$ cat src/include/panel_settings.svh
`ifndef PANEL_SETTINGS_SVH
`define PANEL_SETTINGS_SVH

// panel geometry
`define PANEL_COLS 64
`define PANEL_ROWS 32
`define SCAN_ROWS (`PANEL_ROWS / 2)    // rows r and r+16 share one address

// colour depth and pixel format
`define SUBFRAME_BITS 8
`define PIXEL_BITS 16                  // rgb565

// frame store and host bus addressing
`define PIXEL_ADDR_BITS 11
`define BANK_ADDR_BITS (`PIXEL_ADDR_BITS - 1)
`define APB_ADDR_BITS 12

// scan phase lengths in clk cycles
// each column slot is always one shift_low plus one shift_high cycle
`define LATCH_CYCLES 1
`define UNBLANK_CYCLES 1

`endif
$ cat src/hw/panel_pkg.sv
`default_nettype none
`include "panel_settings.svh"

package panel_pkg;

    // where the scan is within one row
    typedef enum logic [1:0] {
        shift_low,      // column data set up, sclk low
        shift_high,     // sclk rising edge
        latch_row,
        unblank_row
    } scan_phase_e;

    // rgb565, red in the top bits
    typedef struct packed {
        logic [4:0] red;
        logic [5:0] green;
        logic [4:0] blue;
    } pixel_t;

    typedef logic [$clog2(`PANEL_COLS)-1:0] col_t;
    typedef logic [$clog2(`SCAN_ROWS)-1:0]  row_addr_t;
    typedef logic [`SUBFRAME_BITS-1:0]      subframe_t;

endpackage

`default_nettype wire

$ cat src/hw/panel_ifs.sv
`default_nettype none
`include "panel_settings.svh"

// scan position, from the timer to the compositor
interface scan_if;
    panel_pkg::col_t        col;
    panel_pkg::row_addr_t   row_addr;
    panel_pkg::subframe_t   subframe;
    panel_pkg::scan_phase_e phase;

    modport timer (
        output col,
        output row_addr,
        output subframe,
        output phase
    );

    modport sink (
        input col,
        input row_addr,
        input subframe,
        input phase
    );
endinterface


`default_nettype wire

$ cat src/hw/scan_timer.sv
`default_nettype none
`include "panel_settings.svh"

module scan_timer (
    input  logic  clk,
    input  logic  pll_locked,
    scan_if.timer scan
);
    panel_pkg::col_t        col;
    panel_pkg::row_addr_t   row_addr;
    panel_pkg::subframe_t   subframe;
    panel_pkg::scan_phase_e phase;
    logic [1:0]             hold;       // cycles already spent in latch or unblank
    logic                   last_col;
    logic                   last_row;

    assign last_col = (col == panel_pkg::col_t'(`PANEL_COLS - 1));
    assign last_row = (row_addr == panel_pkg::row_addr_t'(`SCAN_ROWS - 1));

    always_ff @(posedge clk or negedge pll_locked) begin
        if (!pll_locked) begin
            col      <= '0;
            row_addr <= '0;
            subframe <= '0;
            phase    <= panel_pkg::shift_low;
            hold     <= '0;
        end else begin
            case (phase)
                panel_pkg::shift_low: begin
                    phase <= panel_pkg::shift_high;
                end
                panel_pkg::shift_high: begin
                    col <= col + panel_pkg::col_t'(1);     // wraps to 0 after the last slot
                    if (last_col) begin
                        phase <= panel_pkg::latch_row;
                    end else begin
                        phase <= panel_pkg::shift_low;
                    end
                end
                panel_pkg::latch_row: begin
                    if (hold == 2'(`LATCH_CYCLES - 1)) begin
                        hold  <= '0;
                        phase <= panel_pkg::unblank_row;
                    end else begin
                        hold <= hold + 2'd1;
                    end
                end
                panel_pkg::unblank_row: begin
                    if (hold == 2'(`UNBLANK_CYCLES - 1)) begin
                        hold     <= '0;
                        phase    <= panel_pkg::shift_low;
                        row_addr <= row_addr + panel_pkg::row_addr_t'(1);
                        // next subframe once both halves are fully scanned
                        if (last_row) begin
                            subframe <= subframe + panel_pkg::subframe_t'(1);
                        end
                    end else begin
                        hold <= hold + 2'd1;
                    end
                end
                default: begin
                    phase <= panel_pkg::shift_low;
                end
            endcase
        end
    end

    assign scan.col      = col;
    assign scan.row_addr = row_addr;
    assign scan.subframe = subframe;
    assign scan.phase    = phase;

endmodule

`default_nettype wire

$ cat src/flat_wrapper.sv
// flat-port wrapper written by rule: the top's interface ports become plain ports
module scan_timer_flat 
  (clk, pll_locked, scan_col, scan_row_addr, scan_subframe, scan_phase);
  scan_if scan_i ();
  input  logic clk;
  input  logic pll_locked;
  output wire logic [$bits(scan_i.col)-1:0] scan_col;
  output wire logic [$bits(scan_i.row_addr)-1:0] scan_row_addr;
  output wire logic [$bits(scan_i.subframe)-1:0] scan_subframe;
  output wire logic [$bits(scan_i.phase)-1:0] scan_phase;
  assign scan_col = scan_i.col;
  assign scan_row_addr = scan_i.row_addr;
  assign scan_subframe = scan_i.subframe;
  assign scan_phase = scan_i.phase;
  scan_timer u_core (.clk(clk), .pll_locked(pll_locked), .scan(scan_i));
endmodule
$ cat config.mk
export PLATFORM = sky130hd
export DESIGN_NAME = scan_timer_flat
export DESIGN_NICKNAME = d
export VERILOG_FILES = /design/src/hw/panel_pkg.sv /design/src/hw/panel_ifs.sv /design/src/hw/scan_timer.sv /design/src/flat_wrapper.sv
export VERILOG_INCLUDE_DIRS = /design/src /design/src/include
export SDC_FILE = /design/constraint.sdc
export NUM_CORES = 1
export LEC_CHECK = 0
export BUFFER_PORTS_ARGS = -buffer_cell sky130_fd_sc_hd__buf_2
export CORE_MARGIN = 8
export CORE_UTILIZATION = 52
export CTS_CLUSTER_SIZE = 16
export DETAILED_ROUTE_END_ITERATION = 8
export HOLD_SLACK_MARGIN = 0.03
export PLACE_DENSITY = 0.74
export SYNTH_ARGS = -nofsm -noshare
export SYNTH_HDL_FRONTEND = slang
export SYNTH_SLANG_ARGS = --single-unit
$ cat constraint.sdc
create_clock -name clk -period 1.6 [get_ports clk]
set_clock_uncertainty 0.05 [all_clocks]
set_input_delay 0.48 -clock clk [delete_from_list [all_inputs] [get_ports clk]]
set_output_delay 0.48 -clock clk [all_outputs]
set_load 0.02 [all_outputs]
* Word-level counts from Yosys, hierarchy flattened
Cells that the tools add are included.
** Cells by class
- $add $sub $neg :: 4
- Eq/ne operators :: 7
- Muxes and demuxes :: 5
- Reductions and logical operators :: 6
** Operators with widths (count)
- 8-bit by 1-bit adder with 8-bit output (second input constant) :: 1
- 2-bit 2-to-1 mux :: 4
- 2-bit one-hot mux with 4 select lines :: 1
- 6-bit by 1-bit adder with 6-bit output (second input constant) :: 1
- 6-bit equality test (second input constant) :: 1
- 4-bit by 1-bit adder with 4-bit output (second input constant) :: 1
- 2-bit equality test (second input constant) :: 2
- 4-bit equality test (second input constant) :: 1
- 2-bit zero test :: 2
- 2-bit by 1-bit inequality test with 1-bit output (second input constant) :: 2
- 2-bit AND reduction :: 2
- 3-bit AND reduction :: 1
- 2-bit by 1-bit adder with 2-bit output (second input constant) :: 1
- 2-bit by 1-bit equality test with 1-bit output (second input constant) :: 1
- 2-bit OR reduction :: 1
** Storage, ports and cells
- Bits in registers :: 22
- Input bits :: 2
- Output and inout port bits :: 20
- Logic and storage cells :: 27

* Depth between registers and ports, before layout
- Depth in word-level cells :: 3
- Gate-level depth with buffers :: 5
- Gate-level depth less buffers :: 5

* Worst setup path before layout
No wires, ideal clock.
- Kind :: register -> register
- From :: register u_core.row_addr[0], in the netlist u_core.scan.row_addr[0]
- To :: register u_core.subframe[1], in the netlist u_core.scan.subframe[1]
- Setup time :: 0.128 ns
- Arrival time :: 1.364 ns
- Required time :: 1.422 ns
- Setup slack :: 0.059 ns
- Cell stages (with the launch flop) :: 5
- Path buffers :: 0
- Cells stage by stage :: dfrtp_1 > ha_1 > nand3_1 > nor2_1 > mux2_1
** Between the ends
- Longest elaborated chain between the ends :: 2
** RTL lines
- from (decl) :: line scan_timer.sv:10 : panel_pkg::row_addr_t row_addr;
- from (signal assigned) :: line scan_timer.sv:52 : row_addr <= row_addr + panel_pkg::row_addr_t'(1);
- 4-bit equality test :: line scan_timer.sv:18 : assign last_row = (row_addr == panel_pkg::row_addr_t'(`SCAN_ROWS - 1));
- 3-bit AND reduction (no source line)
- to (signal assigned) :: line scan_timer.sv:55 : subframe <= subframe + panel_pkg::subframe_t'(1);
- to (decl) :: line scan_timer.sv:11 : panel_pkg::subframe_t subframe;
No other way between the ends.
A chain may end at the register's enable or synchronous reset.

* Worst setup path in the final report
- From :: register u_core.row_addr[0], in the netlist u_core.scan.row_addr[0]
- To :: output port scan_row_addr[0]
** RTL lines
- to (decl) :: line flat_wrapper.sv:8 : output wire logic [$bits(scan_i.row_addr)-1:0] scan_row_addr;
No word-level cell between the ends.

==> impl_results.md <==
- DRC: 0
- Via-per-instance ratio: 5.01
- Post-DP Area: 1200 sq um
- Fin area: 1250 sq um
- Worst Path Required: 1.07 ns
- Peak supply drop: 0.378 mV
- Reg area: ~550 sq um
- Outcome: finished, final reports clean
- Initial antenna violation count: 0
- IO buf count: 21
- Fraction of power consumed by combinational cells: 1.2%
- Commonest non-fill, non-tap cell in the layout: buf_2
- Post-Syn Instances: 85
- R2R cell count: 4
- Routed via count: 702
- Post-placement cell count: ~140
- Post-CTS Setup Bufs: 0
- TritonRoute pass-1 iters: 4
- Critical Path Sink Type: output port
- Kind of critical path: reg2out
- Worst R2R Setup Slack: 0.12 ns
- PD cells: between 600 and 700 nW/um^2
- Total gr overflow: 0
- R2r endpoint: u_core.scan.subframe[1]
- Nets: about 120
- Die width: between 60 and 70 microns
- Syn Nets: about 90
- Final worst path period share: 96.0%
- Switching Share: about a fifth
- Clk sink count: 22
- Max-Cap Viols: 0
- Hold WC Path Type: in2async
- Vias in the first global route: between 700 and 800
- Initial Util: 53.8%
- Drt wl/cell: 13.5 microns
- Crit path max fanout: 3
- Setup_tns: 0 ns
- Area growth syn-to-layout: 20.6%
- Fillcell total: 152
- First-pass GRT wire length: 3100 microns
- Worst Path Arrival: 1.01 ns
- Slew @ Worst Pin: 0.469 ns
- Num CTS Buffers: 3
- IO Count: 22
- Clock Power Share: roughly a third
- Most frequent cells in the layout: buf_2 (21), dfrtp_1 (20), xnor2_1 (9), nand2_1 (9), xor2_1 (6)
- Synth Register Bits: 22
- Die Area: ~3700 sq um
- Final hold viol count: 0
- Fin util: between 60% and 70%
- Internal power: approximately 0.70 mW
- Unique masters post-synth: 24
- Layout cells sized above 1: 38.1%
- Seq pwr share: roughly 64%
- Sw power: 0.177 mW
- Yosys warning total: 0
- Syn Area/Cell: approximately 12 sq um
- Clk slew on worst S/H paths: between 0.1 and 0.15 ns
- Max H-tree Level: 1
- Drt total wl: 1890 microns
- Register area share after synthesis: 53.2%
- # diodes: 0
- GRT Total Usage: 11.4%
- CTS tree: done
- Skew-Pair Late Insertion Delay: between 0.3 and 0.4 ns
- Fmax: 651 MHz
- Pin count of the biggest net entering global routing: 23
- GP Congestion: 0.717
- Die Y: 60.6 microns
- Root buffer cell: clkbuf_4
- Core region area: 1920 sq um
- Final setup violation count: 0
- Rows: 16
- Finished Layout Cells: 140
- Worst hold slack: 0.0572 ns
- Crit start category: flip-flop
- 1st-iter DRT viols: 13
- Dpl hpwl: 1470 microns
- Post-route ant nets: 0
- Pins over their slew limit: 0
- Clock Path Buffers: 2
- LEAKAGE: 0.645 nW
- Minimum clock period: 1.54 ns
- Syn Std Cell Area: 1030 sq um
- Area of the multi-input gates: about 470 sq um
- RSZ-0062 raised after global routing: false
- Reg-to-reg startpoint: u_core.scan.row_addr[1]
- Max-slew headroom: between 60% and 70%
-- worst max-delay path by stage --
| stage | start | endpoint | slack [ns] |
|---|---|---|---|
| after floorplan | u_core.scan.row_addr[0] | u_core.scan.subframe[1] | 0.06 |
| after global routing | u_core.scan.row_addr[1] | u_core.scan.subframe[1] | 0.009 |
| after global placement | u_core.hold[0] | u_core.scan.subframe[2] | 0.13 |
| final | u_core.scan.row_addr[0] | scan_row_addr[0] | 0.06 |
| after CTS | u_core.scan.subframe[2] | scan_subframe[2] | 0.06 |
| after detailed placement | u_core.hold[0] | u_core.scan.subframe[1] | 0.07 |
-- power by group through the flow --
stage	clock [mW]	combinational, mW	sequential (mW)
final	0.306	0.0108	0.556
after global routing	0.331	0.0134	0.556
after CTS	0.312	0.0118	0.556
after detailed placement	0	0.0117	0.567
after global placement	0	0.0118	0.567
after floorplan	0	0.000000211	0.567
-- stage by stage --
step / worst slack, ns / total power, mW
floorplan: 0.0589 / 0.567
global placement: 0.128 / 0.578
detailed placement: 0.0653 / 0.578
CTS: 0.0565 / 0.879
global route: 0.00946 / 0.901
finish: 0.0634 / 0.873
-- per-layer routing --
| metal | vias to the layer above | GRT usage [%] | routed length [microns] |
|---|---|---|---|
| met2 | 18 | 17.5 | 895 |
| met5 | - | 0 | 0 |
| met4 | 0 | 6.64 | 34 |
| met3 | 4 | 3.18 | 92 |
| met1 | 335 | 13.9 | 870 |
| li1 | 345 | - | - |
-- sequential cells by signal, indices dropped and copies added, names as in the netlist, named ones only --
register / cells
u_core.scan.col: 6
u_core.scan.row_addr: 4
u_core.hold: 2
u_core.scan.phase: 1
u_core.scan.subframe: 8
-- Yosys cell counts (all sizes together) --
master	number	share of area, %
dfrtp	22	53
xnor2	10	9.2
nand2	9	3.3
xor2	6	5.1
ha	5	6.0
inv	5	1.8
nand4	5	3.6
and3	3	1.8
nand3	3	2.7
nor4	3	3.6
mux2	2	2.2
nor2	2	0.73
nor2b	2	1.5
nor3	2	0.97
o21ai	2	0.97
a41oi	1	0.85
buf	1	0.73
nand3b	1	0.73
or3	1	1.1
-- layout make-up --
class,instances,area share (%)
Multi-Input combinational cell,57,37.7
Inverter,5,1.50
Sequential cell,22,44.3
Clock buffer,4,2.91
Timing Repair Buffer,25,10.8
Tap cell,27,2.71
-- cells by family after synthesis --
group	after synthesis	synth area share [%]
compound gates	3	1.81
xor+xnor	16	14.3
fa+ha+maj	5	6.05
buf+inv	6	2.54
flops	22	53.2
mux	2	2.18
simple gates	31	20.0
-- worst max-delay path, stage by stage (launching register included) --
cell and delay, ns:
dfrtp_1 0.40, buf_4 0.14, buf_2 0.15
-- timing repair --
item | CTS | global route
pin swaps | 0 | 2
resized for setup | 2 | 4
hold buffers | 0 | 0
setup endpoints to repair | 2 | 4
No activity file was read; power rests on OpenSTA's default activity.
