===== config.mk =====
export PLATFORM = sky130hd
export DESIGN_NAME = apb_pixel_port_flat
export DESIGN_NICKNAME = d
export VERILOG_FILES = /design/src/hw/apb_pkg.sv /design/src/hw/panel_pkg.sv /design/src/hw/panel_ifs.sv /design/src/hw/apb_pixel_port.sv /design/src/flat_wrapper.sv
export VERILOG_INCLUDE_DIRS = /design/src /design/src/include
export SDC_FILE = /design/constraint.sdc
export NUM_CORES = 1
export LEC_CHECK = 0
export BUFFER_PORTS_ARGS = -buffer_cell sky130_fd_sc_hd__clkbuf_2
export CAP_MARGIN = 20
export CORE_ASPECT_RATIO = 0.7
export CORE_MARGIN = 2
export CORE_UTILIZATION = 36
export DETAILED_ROUTE_END_ITERATION = 6
export PLACE_DENSITY_LB_ADDON = 0.2
export SYNTH_ARGS = -nofsm -noshare
export SYNTH_HDL_FRONTEND = slang
export SYNTH_SLANG_ARGS = --single-unit

===== constraint.sdc =====
create_clock -name clk -period 2.1 [get_ports clk]
set_input_delay 0.21 -clock clk [delete_from_list [all_inputs] [get_ports clk]]
set_output_delay 0.21 -clock clk [all_outputs]
set_load 0.05 [all_outputs]

===== src/include/panel_settings.svh =====
`ifndef PANEL_SETTINGS_SVH
`define PANEL_SETTINGS_SVH

// panel geometry
`define PANEL_COLS 64
`define PANEL_ROWS 32
`define SCAN_ROWS (`PANEL_ROWS / 2)    // rows r and r+16 share one address

// colour depth and pixel format
`define SUBFRAME_BITS 8
`define PIXEL_BITS 16                  // rgb565

// frame store and host bus addressing
`define PIXEL_ADDR_BITS 11
`define BANK_ADDR_BITS (`PIXEL_ADDR_BITS - 1)
`define APB_ADDR_BITS 12

// scan phase lengths in clk cycles
// each column slot is always one shift_low plus one shift_high cycle
`define LATCH_CYCLES 1
`define UNBLANK_CYCLES 1

`endif

===== src/hw/apb_pkg.sv =====
`default_nettype none
`include "panel_settings.svh"

package apb_pkg;

    typedef enum logic [1:0] {
        idle,           // waiting for a setup phase
        access,         // first access cycle
        read_wait       // second access cycle of a read
    } apb_state_e;

    // one request per transfer towards the frame store
    typedef enum logic [1:0] {
        op_none,
        op_write,
        op_read
    } pixel_op_e;

    typedef logic [`APB_ADDR_BITS-1:0] apb_addr_t;
    typedef logic [`PIXEL_BITS-1:0]    apb_data_t;

endpackage

`default_nettype wire


===== src/hw/panel_pkg.sv =====
`default_nettype none
`include "panel_settings.svh"

package panel_pkg;

    // where the scan is within one row
    typedef enum logic [1:0] {
        shift_low,      // column data set up, sclk low
        shift_high,     // sclk rising edge
        latch_row,
        unblank_row
    } scan_phase_e;

    // rgb565, red in the top bits
    typedef struct packed {
        logic [4:0] red;
        logic [5:0] green;
        logic [4:0] blue;
    } pixel_t;

    typedef logic [$clog2(`PANEL_COLS)-1:0] col_t;
    typedef logic [$clog2(`SCAN_ROWS)-1:0]  row_addr_t;
    typedef logic [`SUBFRAME_BITS-1:0]      subframe_t;

endpackage

`default_nettype wire


===== src/hw/panel_ifs.sv =====
`default_nettype none
`include "panel_settings.svh"


// host access to the frame store
interface pixel_bus_if;
    apb_pkg::pixel_op_e          op;
    logic [`PIXEL_ADDR_BITS-1:0] addr;      // {row, col}, row bit 4 picks the bank
    panel_pkg::pixel_t           wdata;
    panel_pkg::pixel_t           rdata;     // one cycle after op_read

    modport host (
        output op,
        output addr,
        output wdata,
        input  rdata
    );

    modport store (
        input  op,
        input  addr,
        input  wdata,
        output rdata
    );
endinterface

`default_nettype wire


===== src/hw/apb_pixel_port.sv =====
`default_nettype none
`include "panel_settings.svh"

module apb_pixel_port (
    input  logic               clk,
    input  logic               pll_locked,
    input  logic               psel,
    input  logic               penable,
    input  logic               pwrite,
    input  apb_pkg::apb_addr_t paddr,
    input  apb_pkg::apb_data_t pwdata,
    output apb_pkg::apb_data_t prdata,
    output logic               pready,
    output logic               pslverr,
    pixel_bus_if.host          pix
);
    apb_pkg::apb_state_e         state;
    apb_pkg::pixel_op_e          op;
    logic                        is_write;
    logic                        is_err;
    logic                        setup;
    logic                        in_range;
    logic [`PIXEL_ADDR_BITS-1:0] addr_q;
    panel_pkg::pixel_t           wdata_q;

    assign setup    = psel && !penable && (state == apb_pkg::idle);
    assign in_range = (paddr[`APB_ADDR_BITS-1:`PIXEL_ADDR_BITS] == '0);

    always_ff @(posedge clk or negedge pll_locked) begin
        if (!pll_locked) begin
            state    <= apb_pkg::idle;
            op       <= apb_pkg::op_none;
            is_write <= 1'b0;
            is_err   <= 1'b0;
        end else begin
            op <= apb_pkg::op_none;     // a request lasts one cycle
            case (state)
                apb_pkg::idle: begin
                    if (setup) begin
                        is_write <= pwrite;
                        is_err   <= !in_range;
                        // out of range transfers never reach the store
                        if (in_range) begin
                            op <= pwrite ? apb_pkg::op_write : apb_pkg::op_read;
                        end
                        state <= apb_pkg::access;
                    end
                end
                apb_pkg::access: begin
                    if (psel && penable && !is_write) begin
                        state <= apb_pkg::read_wait;    // store answers next cycle
                    end else begin
                        state <= apb_pkg::idle;
                    end
                end
                apb_pkg::read_wait: begin
                    state <= apb_pkg::idle;
                end
                default: begin
                    state <= apb_pkg::idle;
                end
            endcase
        end
    end

    // request payload, captured in the setup phase
    always_ff @(posedge clk) begin
        if (setup) begin
            addr_q  <= paddr[`PIXEL_ADDR_BITS-1:0];
            wdata_q <= panel_pkg::pixel_t'(pwdata);
        end
    end

    assign pready  = psel && penable &&
                     ((state == apb_pkg::access && is_write) || state == apb_pkg::read_wait);
    assign pslverr = pready && is_err;
    assign prdata  = (pready && !is_write && !is_err) ? apb_pkg::apb_data_t'(pix.rdata) : '0;

    assign pix.op    = op;
    assign pix.addr  = addr_q;
    assign pix.wdata = wdata_q;

endmodule

`default_nettype wire


===== src/flat_wrapper.sv =====
// flat-port wrapper written by rule: the top's interface ports become plain ports
module apb_pixel_port_flat 
  (clk, pll_locked, psel, penable, pwrite, paddr, pwdata, prdata, pready, pslverr, pix_op, pix_addr, pix_wdata, pix_rdata);
  pixel_bus_if pix_i ();
  input  logic clk;
  input  logic pll_locked;
  input  logic psel;
  input  logic penable;
  input  logic pwrite;
  input  apb_pkg::apb_addr_t paddr;
  input  apb_pkg::apb_data_t pwdata;
  output apb_pkg::apb_data_t prdata;
  output logic pready;
  output logic pslverr;
  output wire logic [$bits(pix_i.op)-1:0] pix_op;
  output wire logic [$bits(pix_i.addr)-1:0] pix_addr;
  output wire logic [$bits(pix_i.wdata)-1:0] pix_wdata;
  input wire logic [$bits(pix_i.rdata)-1:0] pix_rdata;
  assign pix_op = pix_i.op;
  assign pix_addr = pix_i.addr;
  assign pix_wdata = pix_i.wdata;
  assign pix_i.rdata = pix_rdata;
  apb_pixel_port u_core (.clk(clk), .pll_locked(pll_locked), .psel(psel), .penable(penable), .pwrite(pwrite), .paddr(paddr), .pwdata(pwdata), .prdata(prdata), .pready(pready), .pslverr(pslverr), .pix(pix_i));
endmodule

# After elaboration in Yosys (flattened, before gate mapping)

Index checks and enable logic that the tools add are counted.

Output and inout bits: 47
Bits of input ports: 49
Word-level logic and storage cells: 34
Flip-flop bits (word level): 33

Reductions and logical operators: 15
Eq/ne operators: 3
Muxes and demuxes: 8

Operators with widths:

| kind               | number |
|---|---|
| $mux 16            | 1 |
| $mux 2             | 6 |
| $logic_and 1x1->1  | 9 |
| $pmux 2 s2         | 1 |
| $logic_not 1->1    | 3 |
| $eq 2x1->1 const B | 1 |
| $eq 2x2->1 const B | 1 |
| $logic_not 2->1    | 1 |
| $ne 2x1->1 const B | 1 |
| $reduce_and 2->1   | 1 |
| $logic_or 1x1->1   | 1 |

# Longest topological paths before layout

Gate-level depths: netlist (run 1).

Word-level depth: 7
Gate-level depth with buffers: 4
Gate-level depth less buffers: 2

# Least setup slack after synthesis (run 1)

OpenSTA, ideal clock, no wires.

Path type: reg2out
Start point: register u_core.state[0]
End point: output prdata[0]
Stages on the path, launching flop included: 4
Path buffers: 1
Setup slack: -86 ps
Data arrival time: 1976 ps
Required time: 1890 ps
Path through: dfrtp_1 or3b_1 buf_6 nor3_1

Longest elaborated chain between the ends: 7
Elaborated cells between the ends (all ways): 8
Classes of those cells: eq/ne: 2; mux: 1; reduce/logical: 5

RTL lines:

| item                                | RTL line             | RTL |
|---|---|---|
| from (decl)                         | apb_pixel_port.sv:17 | `apb_pkg::apb_state_e state;` |
| from (signal assigned)              | apb_pixel_port.sv:31 | `state <= apb_pkg::idle;` |
| from (signal assigned)              | apb_pixel_port.sv:46 | `state <= apb_pkg::access;` |
| from (signal assigned)              | apb_pixel_port.sv:51 | `state <= apb_pkg::read_wait;` |
| $eq 2x1->1                          | apb_pixel_port.sv:75 | `((state == apb_pkg::access && is_write) \|\| state == apb_pkg::read_wait);` |
| $logic_and 1x1->1                   | apb_pixel_port.sv:75 |  |
| $logic_or 1x1->1 (*)                | apb_pixel_port.sv:75 |  |
| $logic_and 1x1->1 (*)               | apb_pixel_port.sv:74 | `assign pready = psel && penable &&` |
| $logic_and 1x1->1 (*) (2 in series) | apb_pixel_port.sv:77 | `assign prdata = (pready && !is_write && !is_err) ? apb_pkg::apb_data_t'(pix.rdata) : '0;` |
| $mux 16 (*)                         | apb_pixel_port.sv:77 |  |
| to (decl)                           | flat_wrapper.sv:12   | `output apb_pkg::apb_data_t prdata;` |

Every way passes the cells marked *; elsewhere a longest branch is shown, timed or not.

# Worst setup path in the final report (run 1)

Start point: register u_core.state[1]
End point: output prdata[2]

Same word-level chain as after synthesis.

==> flow_summary.toml, run 1 <==
[logic_synthesis]
yosysUniqueCellTypes = 20
avgSynthCellArea_sq_um = 15.93
ys_seq_area_frac = 0.7266
synthTopCellsByArea = "edfxtp_1 61%, dfrtp_1 11%, nor3_2 6.8%"
syn_nets = 132
synth_area_leader_cell = "edfxtp_1"
synth_area_sq_um = 1323
ys_ff_latch = 33
syn_inst = 83
yosysTopAreaCellShare = 0.6131
ys_warn_count = 0

[critical_path]
cp_max_fo = 16
worstSetupPathType = "flip-flop to output pin"
path_buf_inv = 1
worstPathArrival_ns = 1.73
crit_chain = "or3b_4 > nor3_1 > clkbuf_2"
cp_slowest_stage_delay_ns = 0.53
cp-start-kind = "flip-flop"
crit_slowest_cell = "or3b_4"
cp_data_required_time_ns = 1.89
crit_family = "simple AND/OR/NAND/NOR gates"
cp-end-kind = "output pin"

[detailed_routing]
postRouteAntennaNets = 0
routed_wl_mm = 2.724
drt_iter0_drc = 15
vias = 998
dr.pass1.iters = 3
drc = 0
viasPerCell = 4.211
wire_per_inst_um = 11.49

[cts]
clock_latency_ns = 0.27
htree_levels = 2
clock-root-buffer = "clkbuf_8"
cts_buffers = 5
clk_pin_slew_ns = 0.06
cts_tree = "done"
cts_sinks = 33
cts.path.max_buffers = 2

[floorplan]
rows = 18
die_width_um = 76.45
die-area_sq_um = 4182
die-height_um = 54.71
io_pins = 96
core_area_sq_um = 3513
start_util = 0.3764

[timing]
skew_ns = 0.0009536
holdWs_ns = 0.1127
finalSetupViolCount = 0
min_period_ns = 1.945
max_clock_freq_mhz = 514.2
slew-limit-headroom = 0.7566
fin_crit_sh = 0.9261
tightestPinTransition_ns = 0.3635
final-hold-violation-count = 0
maxSlewViolCount = 0
rsz0062_at_grt = "no"

[grt]
globalRouteOverflowTotal = 0
grt_pass1_vias = 888
antenna_found_initial = 0
grt_max_degree = 24
grt_pass1_wl_mm = 3.946
grt_usage = 0.1274

[power]
p_leak_nw = 0.9373
vdd_drop_max_mv = 0.3777
p_per_area_nw_per_um2 = 720.9

[final_layout]
final_area_sq_um = 1942
diodes = 0
finalNonFillerCells = 237
syn_to_final_growth_pct = 46.83
final_common_cell = "clkbuf_2"
drive_gt1_frac = 0.6364
fillers = 321
final_core_util = 0.5527
nNetsFinal = 235
regArea_sq_um = 960.9
multi_input_area_sq_um = 267.8
most-common-layout-cells = "95 x clkbuf_2, 27 x edfxtp_1, 16 x inv_1, 9 x nor3_2"

[placement]
placed_area_sq_um = 1847
placedCellCount = 228
hpwl_mm = 2.238
port_buffers = 95
place.gp.congestion = 0.6007

[run_status]
status = "finished clean"

[flow_run]
cap_violations = 0

[hold_path]
hp-class = "primary input to flip-flop"
-- Yosys cell counts --
cell type,count
nand2_1,1
mux2_2,2
and3b_1,1
buf_12,1
nand3_1,1
nor3_4,1
buf_2,1
or2b_1,1
nor3_1,6
dfrtp_1,6
nor3b_1,2
nor3_2,9
nor4b_4,1
a21oi_1,2
edfxtp_1,27
inv_1,16
or3b_1,1
nor4b_1,1
nand3b_1,2
buf_6,1
-- flip-flops by register name, indices dropped and copies added (netlist names) --
name,count
u_core.pix.addr,11
u_core.is_err,1
u_core.pix.op,2
u_core.state,2
u_core.pix.wdata,16
u_core.is_write,1
-- through the flow --
step                      power [mW]  setup slack, ns  setup TNS, ns
final                          1.400           0.1552              0
after global routing           1.470          0.06981              0
after CTS                      1.425           0.1283              0
after detailed placement      0.9841           0.2074              0
after global placement        0.9786           0.2862              0
after floorplan               0.9025         -0.08614        -0.5168
-- worst paths after layout --
kind                       cells after the start       startpoint                  end  slack (ns)
setup / recovery                               3  u_core.state[1]            prdata[2]        0.16
hold / removal                                 1        pwdata[6]  u_core.pix.wdata[6]        0.11
setup reg to reg                               2  u_core.state[1]   u_core.pix.addr[0]        0.56
hold reg to reg                                1  u_core.is_write      u_core.is_write        0.54
max in group asynchronous                      2       pll_locked      u_core.is_write        1.66
min in group asynchronous                      2       pll_locked     u_core.pix.op[1]        0.29
-- what timing repair did --
action,4_1_cts,5_1_grt
gates resized for setup,2,0
setup buffers,0,0
endpoints found under the hold margin,6,0
hold buffers,1,0
setup endpoints to repair,16,0
-- where the power goes --
group | switching [mW] | total [mW] | internal (mW)
Sequential | 0.0139 | 0.761 | 0.747
Combinational | 0.141 | 0.209 | 0.0679
Clock | 0.202 | 0.431 | 0.229
-- metal layers --
| layer | wire [um] | track usage | vias up |
|---|---|---|---|
| li1 | - | - | 493 |
| met1 | 1096 | 0.1472 | 465 |
| met2 | 1388 | 0.2168 | 40 |
| met3 | 240 | 0.06766 | 0 |
| met4 | 0 | 0.02727 | 0 |
| met5 | 0 | 0 | - |
-- cell type report --
cell class,count,area share
flip-flops and latches,33,0.4948
repair buffers,99,0.2616
multi-input cells,31,0.1379
clock buffers,6,0.03737
well taps,50,0.03222
inverters,16,0.03093
clock inverters,2,0.005155
-- cell families after synthesis --
logic type      synth area share
flops                     0.7266
simple gates              0.1760
buf+inv                  0.07285
compound gates          0.007569
mux                      0.01703
(Power assumes the default switching activity.)
==> inputs of run 2 (changes only) <==
==> constraint.sdc (replaced) <==
create_clock -name clk -period 2.1 [get_ports clk]
set_input_delay 0.105 -clock clk [delete_from_list [all_inputs] [get_ports clk]]
set_output_delay 0.105 -clock clk [all_outputs]
set_load 0.05 [all_outputs]
==> run 2 against run 1 <==
Die area did not move. Setup slack improved by 0.11 ns. Largest cell class unchanged. Critical path type unchanged. Clock skew rose by 0.0015 ns. Design area rose by 11%. Largest power group unchanged. Cell count rose by 7.6%. Maximum frequency rose by 5.9%.
==> flow_summary.toml, run 2 (same netlist as run 1, synthesis figures left out) <==
[run_status]
status = "finished clean"

[hold_path]
hp-start = "pwdata[15]"
min_to = "u_core.pix.wdata[15]"
hp-class = "primary input to flip-flop"
whs_path_depth = 1

[timing]
finalSetupViolCount = 0
slew-limit-headroom = 0.8056
rsz0062_at_grt = "no"
max_clock_freq_mhz = 544.4
fin_crit_sh = 0.8747
fin_setup_tns_ns = 0
holdWs_ns = 0.007482
skew_ns = 0.002468
tightestPinTransition_ns = 0.2929
maxSlewViolCount = 0
final-hold-violation-count = 0
min_period_ns = 1.837

[critical_path]
cp-start-kind = "flip-flop"
cp_max_fo = 16
r2r_slack_ns = 0.55
r2r_start = "u_core.state[1]"
ff2ff_path_depth = 3
cp-end-kind = "output pin"
cp_data_required_time_ns = 2.00
worstSetupPathType = "flip-flop to output pin"
reg2reg_to = "u_core.is_write"
worstPathArrival_ns = 1.73

[final_layout]
multi_input_area_sq_um = 267.8
fillers = 298
finalNonFillerCells = 255
largest_reg_flops = 16
drive_gt1_frac = 0.5756
regArea_sq_um = 960.9
nNetsFinal = 253
final_common_cell = "clkbuf_2"
syn_to_final_growth_pct = 62.25
most-common-layout-cells = "95 x clkbuf_2, 27 x edfxtp_1, 19 x dlygate4sd3_1, 16 x inv_1, 9 x nor3_2"
diodes = 0

[grt]
grt_max_degree = 22
globalRouteOverflowTotal = 0
grt_pass1_vias = 929
antenna_found_initial = 0
grt_usage = 0.1347
grt_pass1_wl_mm = 4.167

[detailed_routing]
drt_iter0_drc = 44
routed_wl_mm = 2.915
dr.pass1.iters = 4
postRouteAntennaNets = 0
wire_per_inst_um = 11.43
vias = 1063
viasPerCell = 4.169
drc = 0

[floorplan]
die_width_um = 76.45
rows = 18
die-height_um = 54.71
die-area_sq_um = 4182
core_area_sq_um = 3513
io_pins = 96
start_util = 0.3764

[flow_run]
cap_violations = 0

[cts]
cts_buffers = 5
clk_pin_slew_ns = 0.06
cts_tree = "done"
cts.path.max_buffers = 2
clock_latency_ns = 0.27
cts_sinks = 33
htree_levels = 2
clock-root-buffer = "clkbuf_8"

[placement]
placedCellCount = 228
port_buffers = 95
place.gp.congestion = 0.6051
hpwl_mm = 2.351

[power]
p_per_area_nw_per_um2 = 723.0
vdd_drop_max_mv = 0.4190
p_total_mw = 1.551
p_leak_nw = 1.020
## run 2: worst max path at each step
stage | from | endpoint | depth (start not counted)
after floorplan | u_core.state[1] | u_core.is_err | 2
after global placement | u_core.state[0] | prdata[4] | 3
after detailed placement | u_core.state[1] | prdata[8] | 3
after CTS | u_core.state[1] | prdata[8] | 3
after global routing | u_core.state[1] | prdata[0] | 3
final | u_core.state[1] | prdata[8] | 3
## run 2: layout make-up
| cell class | instances | area share |
|---|---|---|
| Clock inverter | 2 | 0.01574 |
| Inverter | 16 | 0.02799 |
| Sequential cell | 33 | 0.4478 |
| Timing Repair Buffer | 117 | 0.3207 |
| Clock buffer | 6 | 0.03382 |
| Multi-Input combinational cell | 31 | 0.1248 |
| Tap cell | 50 | 0.02915 |
## run 2: power breakdown
group	internal (mW)	switching [mW]	leakage, nW	total (mW)
Clock	0.350	0.205	0.0528	0.554
Combinational	0.0896	0.146	0.638	0.236
Sequential	0.747	0.0144	0.329	0.761
## run 2: metal layers
| metal | part of all wire | global-route usage | vias to the layer above | wire (um) |
|---|---|---|---|---|
| met1 | 0.41 | 0.1590 | 490 | 1197 |
| met2 | 0.52 | 0.2330 | 40 | 1513 |
| met5 | 0 | 0 | - | 0 |
| li1 | - | - | 530 | - |
| met4 | 0.0048 | 0.04545 | 0 | 14 |
| met3 | 0.065 | 0.05281 | 3 | 189 |
## run 2: worst max-delay path, stage by stage (launching register included)
cell	delay, ns
dfrtp_1	0.45
or3b_4	0.53
nor3_2	0.16
clkbuf_2	0.31
## run 2: repair_timing
action                                  in CTS  in global routing
endpoints found under the setup margin       0                 12
hold endpoints to repair                    17                  7
gates resized for setup                      0                  2
hold buffers                                12                  7
buffers inserted                             0                  0
## run 2: stage by stage
step | utilization | setup slack (ns) | cell area, sq um
after floorplan | - | 0.007934 | 1323
after global placement | 0.5256 | 0.3916 | 1847
after detailed placement | 0.5256 | 0.3383 | 1847
after CTS | 0.5901 | 0.04016 | 2073
after global routing | 0.6108 | 0.1742 | 2146
final | 0.6108 | 0.2631 | 2146
==> inputs of run 3 (changes only) <==
--- a/config.mk
+++ b/config.mk
@@ -8,7 +8,6 @@
 export LEC_CHECK = 0
 export BUFFER_PORTS_ARGS = -buffer_cell sky130_fd_sc_hd__clkbuf_2
 export CAP_MARGIN = 20
-export CORE_ASPECT_RATIO = 0.7
 export CORE_MARGIN = 2
 export CORE_UTILIZATION = 36
 export DETAILED_ROUTE_END_ITERATION = 6
==> run 3 against run 2 <==
Cell count grew 0.39%. Sequential share of layout area is 0.16 points lower. Maximum frequency shrank 4.0%. Register-to-register slack worse by 0.02 ns. Combinational power is 2% higher. Largest cell class unchanged. Critical endpoint is now prdata[15]. Non-clock buffer count rose by 3. First-iteration DRC count shrank 32%. Critical path type unchanged.
==> flow_summary.toml, run 3 (same netlist as run 1, synthesis figures left out) <==
[run_status]
status = "finished clean"

[placement]
port_buffers = 95
place.gp.congestion = 0.7206
placedCellCount = 226
hpwl_mm = 2.229

[grt]
antenna_found_initial = 0
grt_usage = 0.1486
grt_max_degree = 20
grt_pass1_wl_mm = 4.588
grt_pass1_vias = 1045
globalRouteOverflowTotal = 0

[critical_path]
reg2reg_to = "u_core.pix.addr[0]"
worstSetupPathType = "flip-flop to output pin"
cp_slowest_stage_delay_ns = 0.53
crit_slowest_cell = "or3b_4"
cp-start-kind = "flip-flop"
worstPathArrival_ns = 1.81
setup.worst_path.end = "prdata[15]"
cp_data_required_time_ns = 2.00
r2r_slack_ns = 0.53
cp-end-kind = "output pin"
crit_chain = "or3b_4 > nor3_1 > clkbuf_2"
cp-startpoint = "u_core.state[1]"
ff2ff_path_depth = 3
r2r_start = "u_core.state[1]"
cp_max_fo = 16

[final_layout]
diodes = 0
largest_reg_flops = 16
nNetsFinal = 256
most-common-layout-cells = "95 x clkbuf_2, 27 x edfxtp_1, 22 x dlygate4sd3_1, 16 x inv_1, 9 x nor3_2"
finalNonFillerCells = 256
drive_gt1_frac = 0.5769
fillers = 308
final_common_cell = "clkbuf_2"
syn_to_final_growth_pct = 62.82

[timing]
rsz0062_at_grt = "no"
slew-limit-headroom = 0.8158
max_clock_freq_mhz = 522.7
fin_crit_sh = 0.9110
tightestPinTransition_ns = 0.2724
maxSlewViolCount = 0
final-hold-violation-count = 0
min_period_ns = 1.913
finalSetupViolCount = 0
fin_setup_tns_ns = 0
skew_ns = 0.001576

[detailed_routing]
postRouteAntennaNets = 0
drc = 0
drt_iter0_drc = 30
vias = 1101
routed_wl_mm = 3.045
viasPerCell = 4.301
wire_per_inst_um = 11.89
dr.pass1.iters = 4

[cts]
htree_levels = 2
clock-root-buffer = "clkbuf_8"
clock_latency_ns = 0.27
clk_pin_slew_ns = 0.06
cts_sinks = 33
postCtsSetupBuffers = 0
cts_buffers = 5
cts_tree = "done"
cts.path.max_buffers = 2

[floorplan]
core_area_sq_um = 3606
die_width_um = 64.61
rows = 22
io_pins = 96
start_util = 0.3668
die-height_um = 64.61
die-area_sq_um = 4174

[power]
p_sw_mw = 0.3755
p_per_area_nw_per_um2 = 670.2
p_leak_nw = 1.024
power.share.switching = 0.2602
p_int_mw = 1.068
pwr-share-comb = 0.167
power_frac_seq = 0.527
vdd_drop_max_mv = 0.3226
pwr-share-clk = 0.305

[flow_run]
cap_violations = 0

[hold_path]
hp-class = "primary input to flip-flop"
[run 3: cell types whose count changed in the layout (fill, tap and decap cells not counted)]
cell | before | now
clkbuf_1 | 1 | 0
bufinv_16 | 1 | 0
clkinv_1 | 1 | 0
clkinvlp_4 | 0 | 1
clkinv_2 | 0 | 2
dlygate4sd3_1 | 19 | 22
[run 3: per-stage QoR]
| stage | util | hold WS (ns) | total power [mW] | setup WS, ns | instance area (sq um) |
|---|---|---|---|---|---|
| after global placement | 0.5115 | -0.06535 | 0.9778 | 0.3918 | 1844 |
| after global routing | 0.5972 | 0.004174 | 1.502 | 0.05486 | 2153 |
| after detailed placement | 0.5115 | -0.06256 | 0.9825 | 0.2669 | 1844 |
| after CTS | 0.5881 | 0.0007995 | 1.456 | 0.004646 | 2121 |
| after floorplan | - | -0.1906 | 0.9025 | 0.007934 | 1323 |
| final | 0.5972 | 0.007546 | 1.443 | 0.1869 | 2153 |
[run 3: critical path: cells and delay by family (launching register included)]
family,cells,cell delay (ns)
AND/OR/NAND/NOR,2,0.75
buffers and inverters,1,0.33
flip-flops,1,0.45
[run 3: worst min-delay path by stage]
stage               start  cells after the start              endpoint
2_1_floorplan  pll_locked                      0         u_core.is_err
3_5_place_dp   pll_locked                      1       u_core.state[0]
5_1_grt         pwdata[5]                      1   u_core.pix.wdata[5]
6_report       pwdata[11]                      1  u_core.pix.wdata[11]
4_1_cts         pwdata[8]                      1   u_core.pix.wdata[8]
3_3_place_gp   pll_locked                      1       u_core.state[1]
[run 3: area by class of cell]
type,count,area (sq um),area share
repair buffers,120,718.2,0.3335
clock inverters,3,17.52,0.008135
inverters,16,60.06,0.02789
flip-flops and latches,33,960.9,0.4463
multi-input cells,31,267.8,0.1243
clock buffers,5,68.82,0.03196
well taps,48,60.06,0.02789
[run 3: power groups by stage]
| stage | clock network, mW | registers [mW] | logic [mW] |
|---|---|---|---|
| after global routing | 0.479 | 0.765 | 0.258 |
| after detailed placement | 0 | 0.775 | 0.208 |
| after floorplan | 0 | 0.852 | 0.0509 |
| after CTS | 0.459 | 0.761 | 0.237 |
| final | 0.441 | 0.761 | 0.241 |
| after global placement | 0 | 0.773 | 0.205 |
[run 3: timing repair]
item,CTS,global route
endpoints found under the hold margin,24,3
hold buffers,19,3
endpoints found under the setup margin,3,7
gates resized for setup,1,1
[run 3: layer usage]
layer | vias to the layer above | track usage | wire [um]
met5 | - | 0 | 0
met4 | 0 | 0.09840 | 85
met3 | 10 | 0.03993 | 166
met2 | 45 | 0.2656 | 1723
met1 | 508 | 0.1511 | 1070
li1 | 538 | - | -
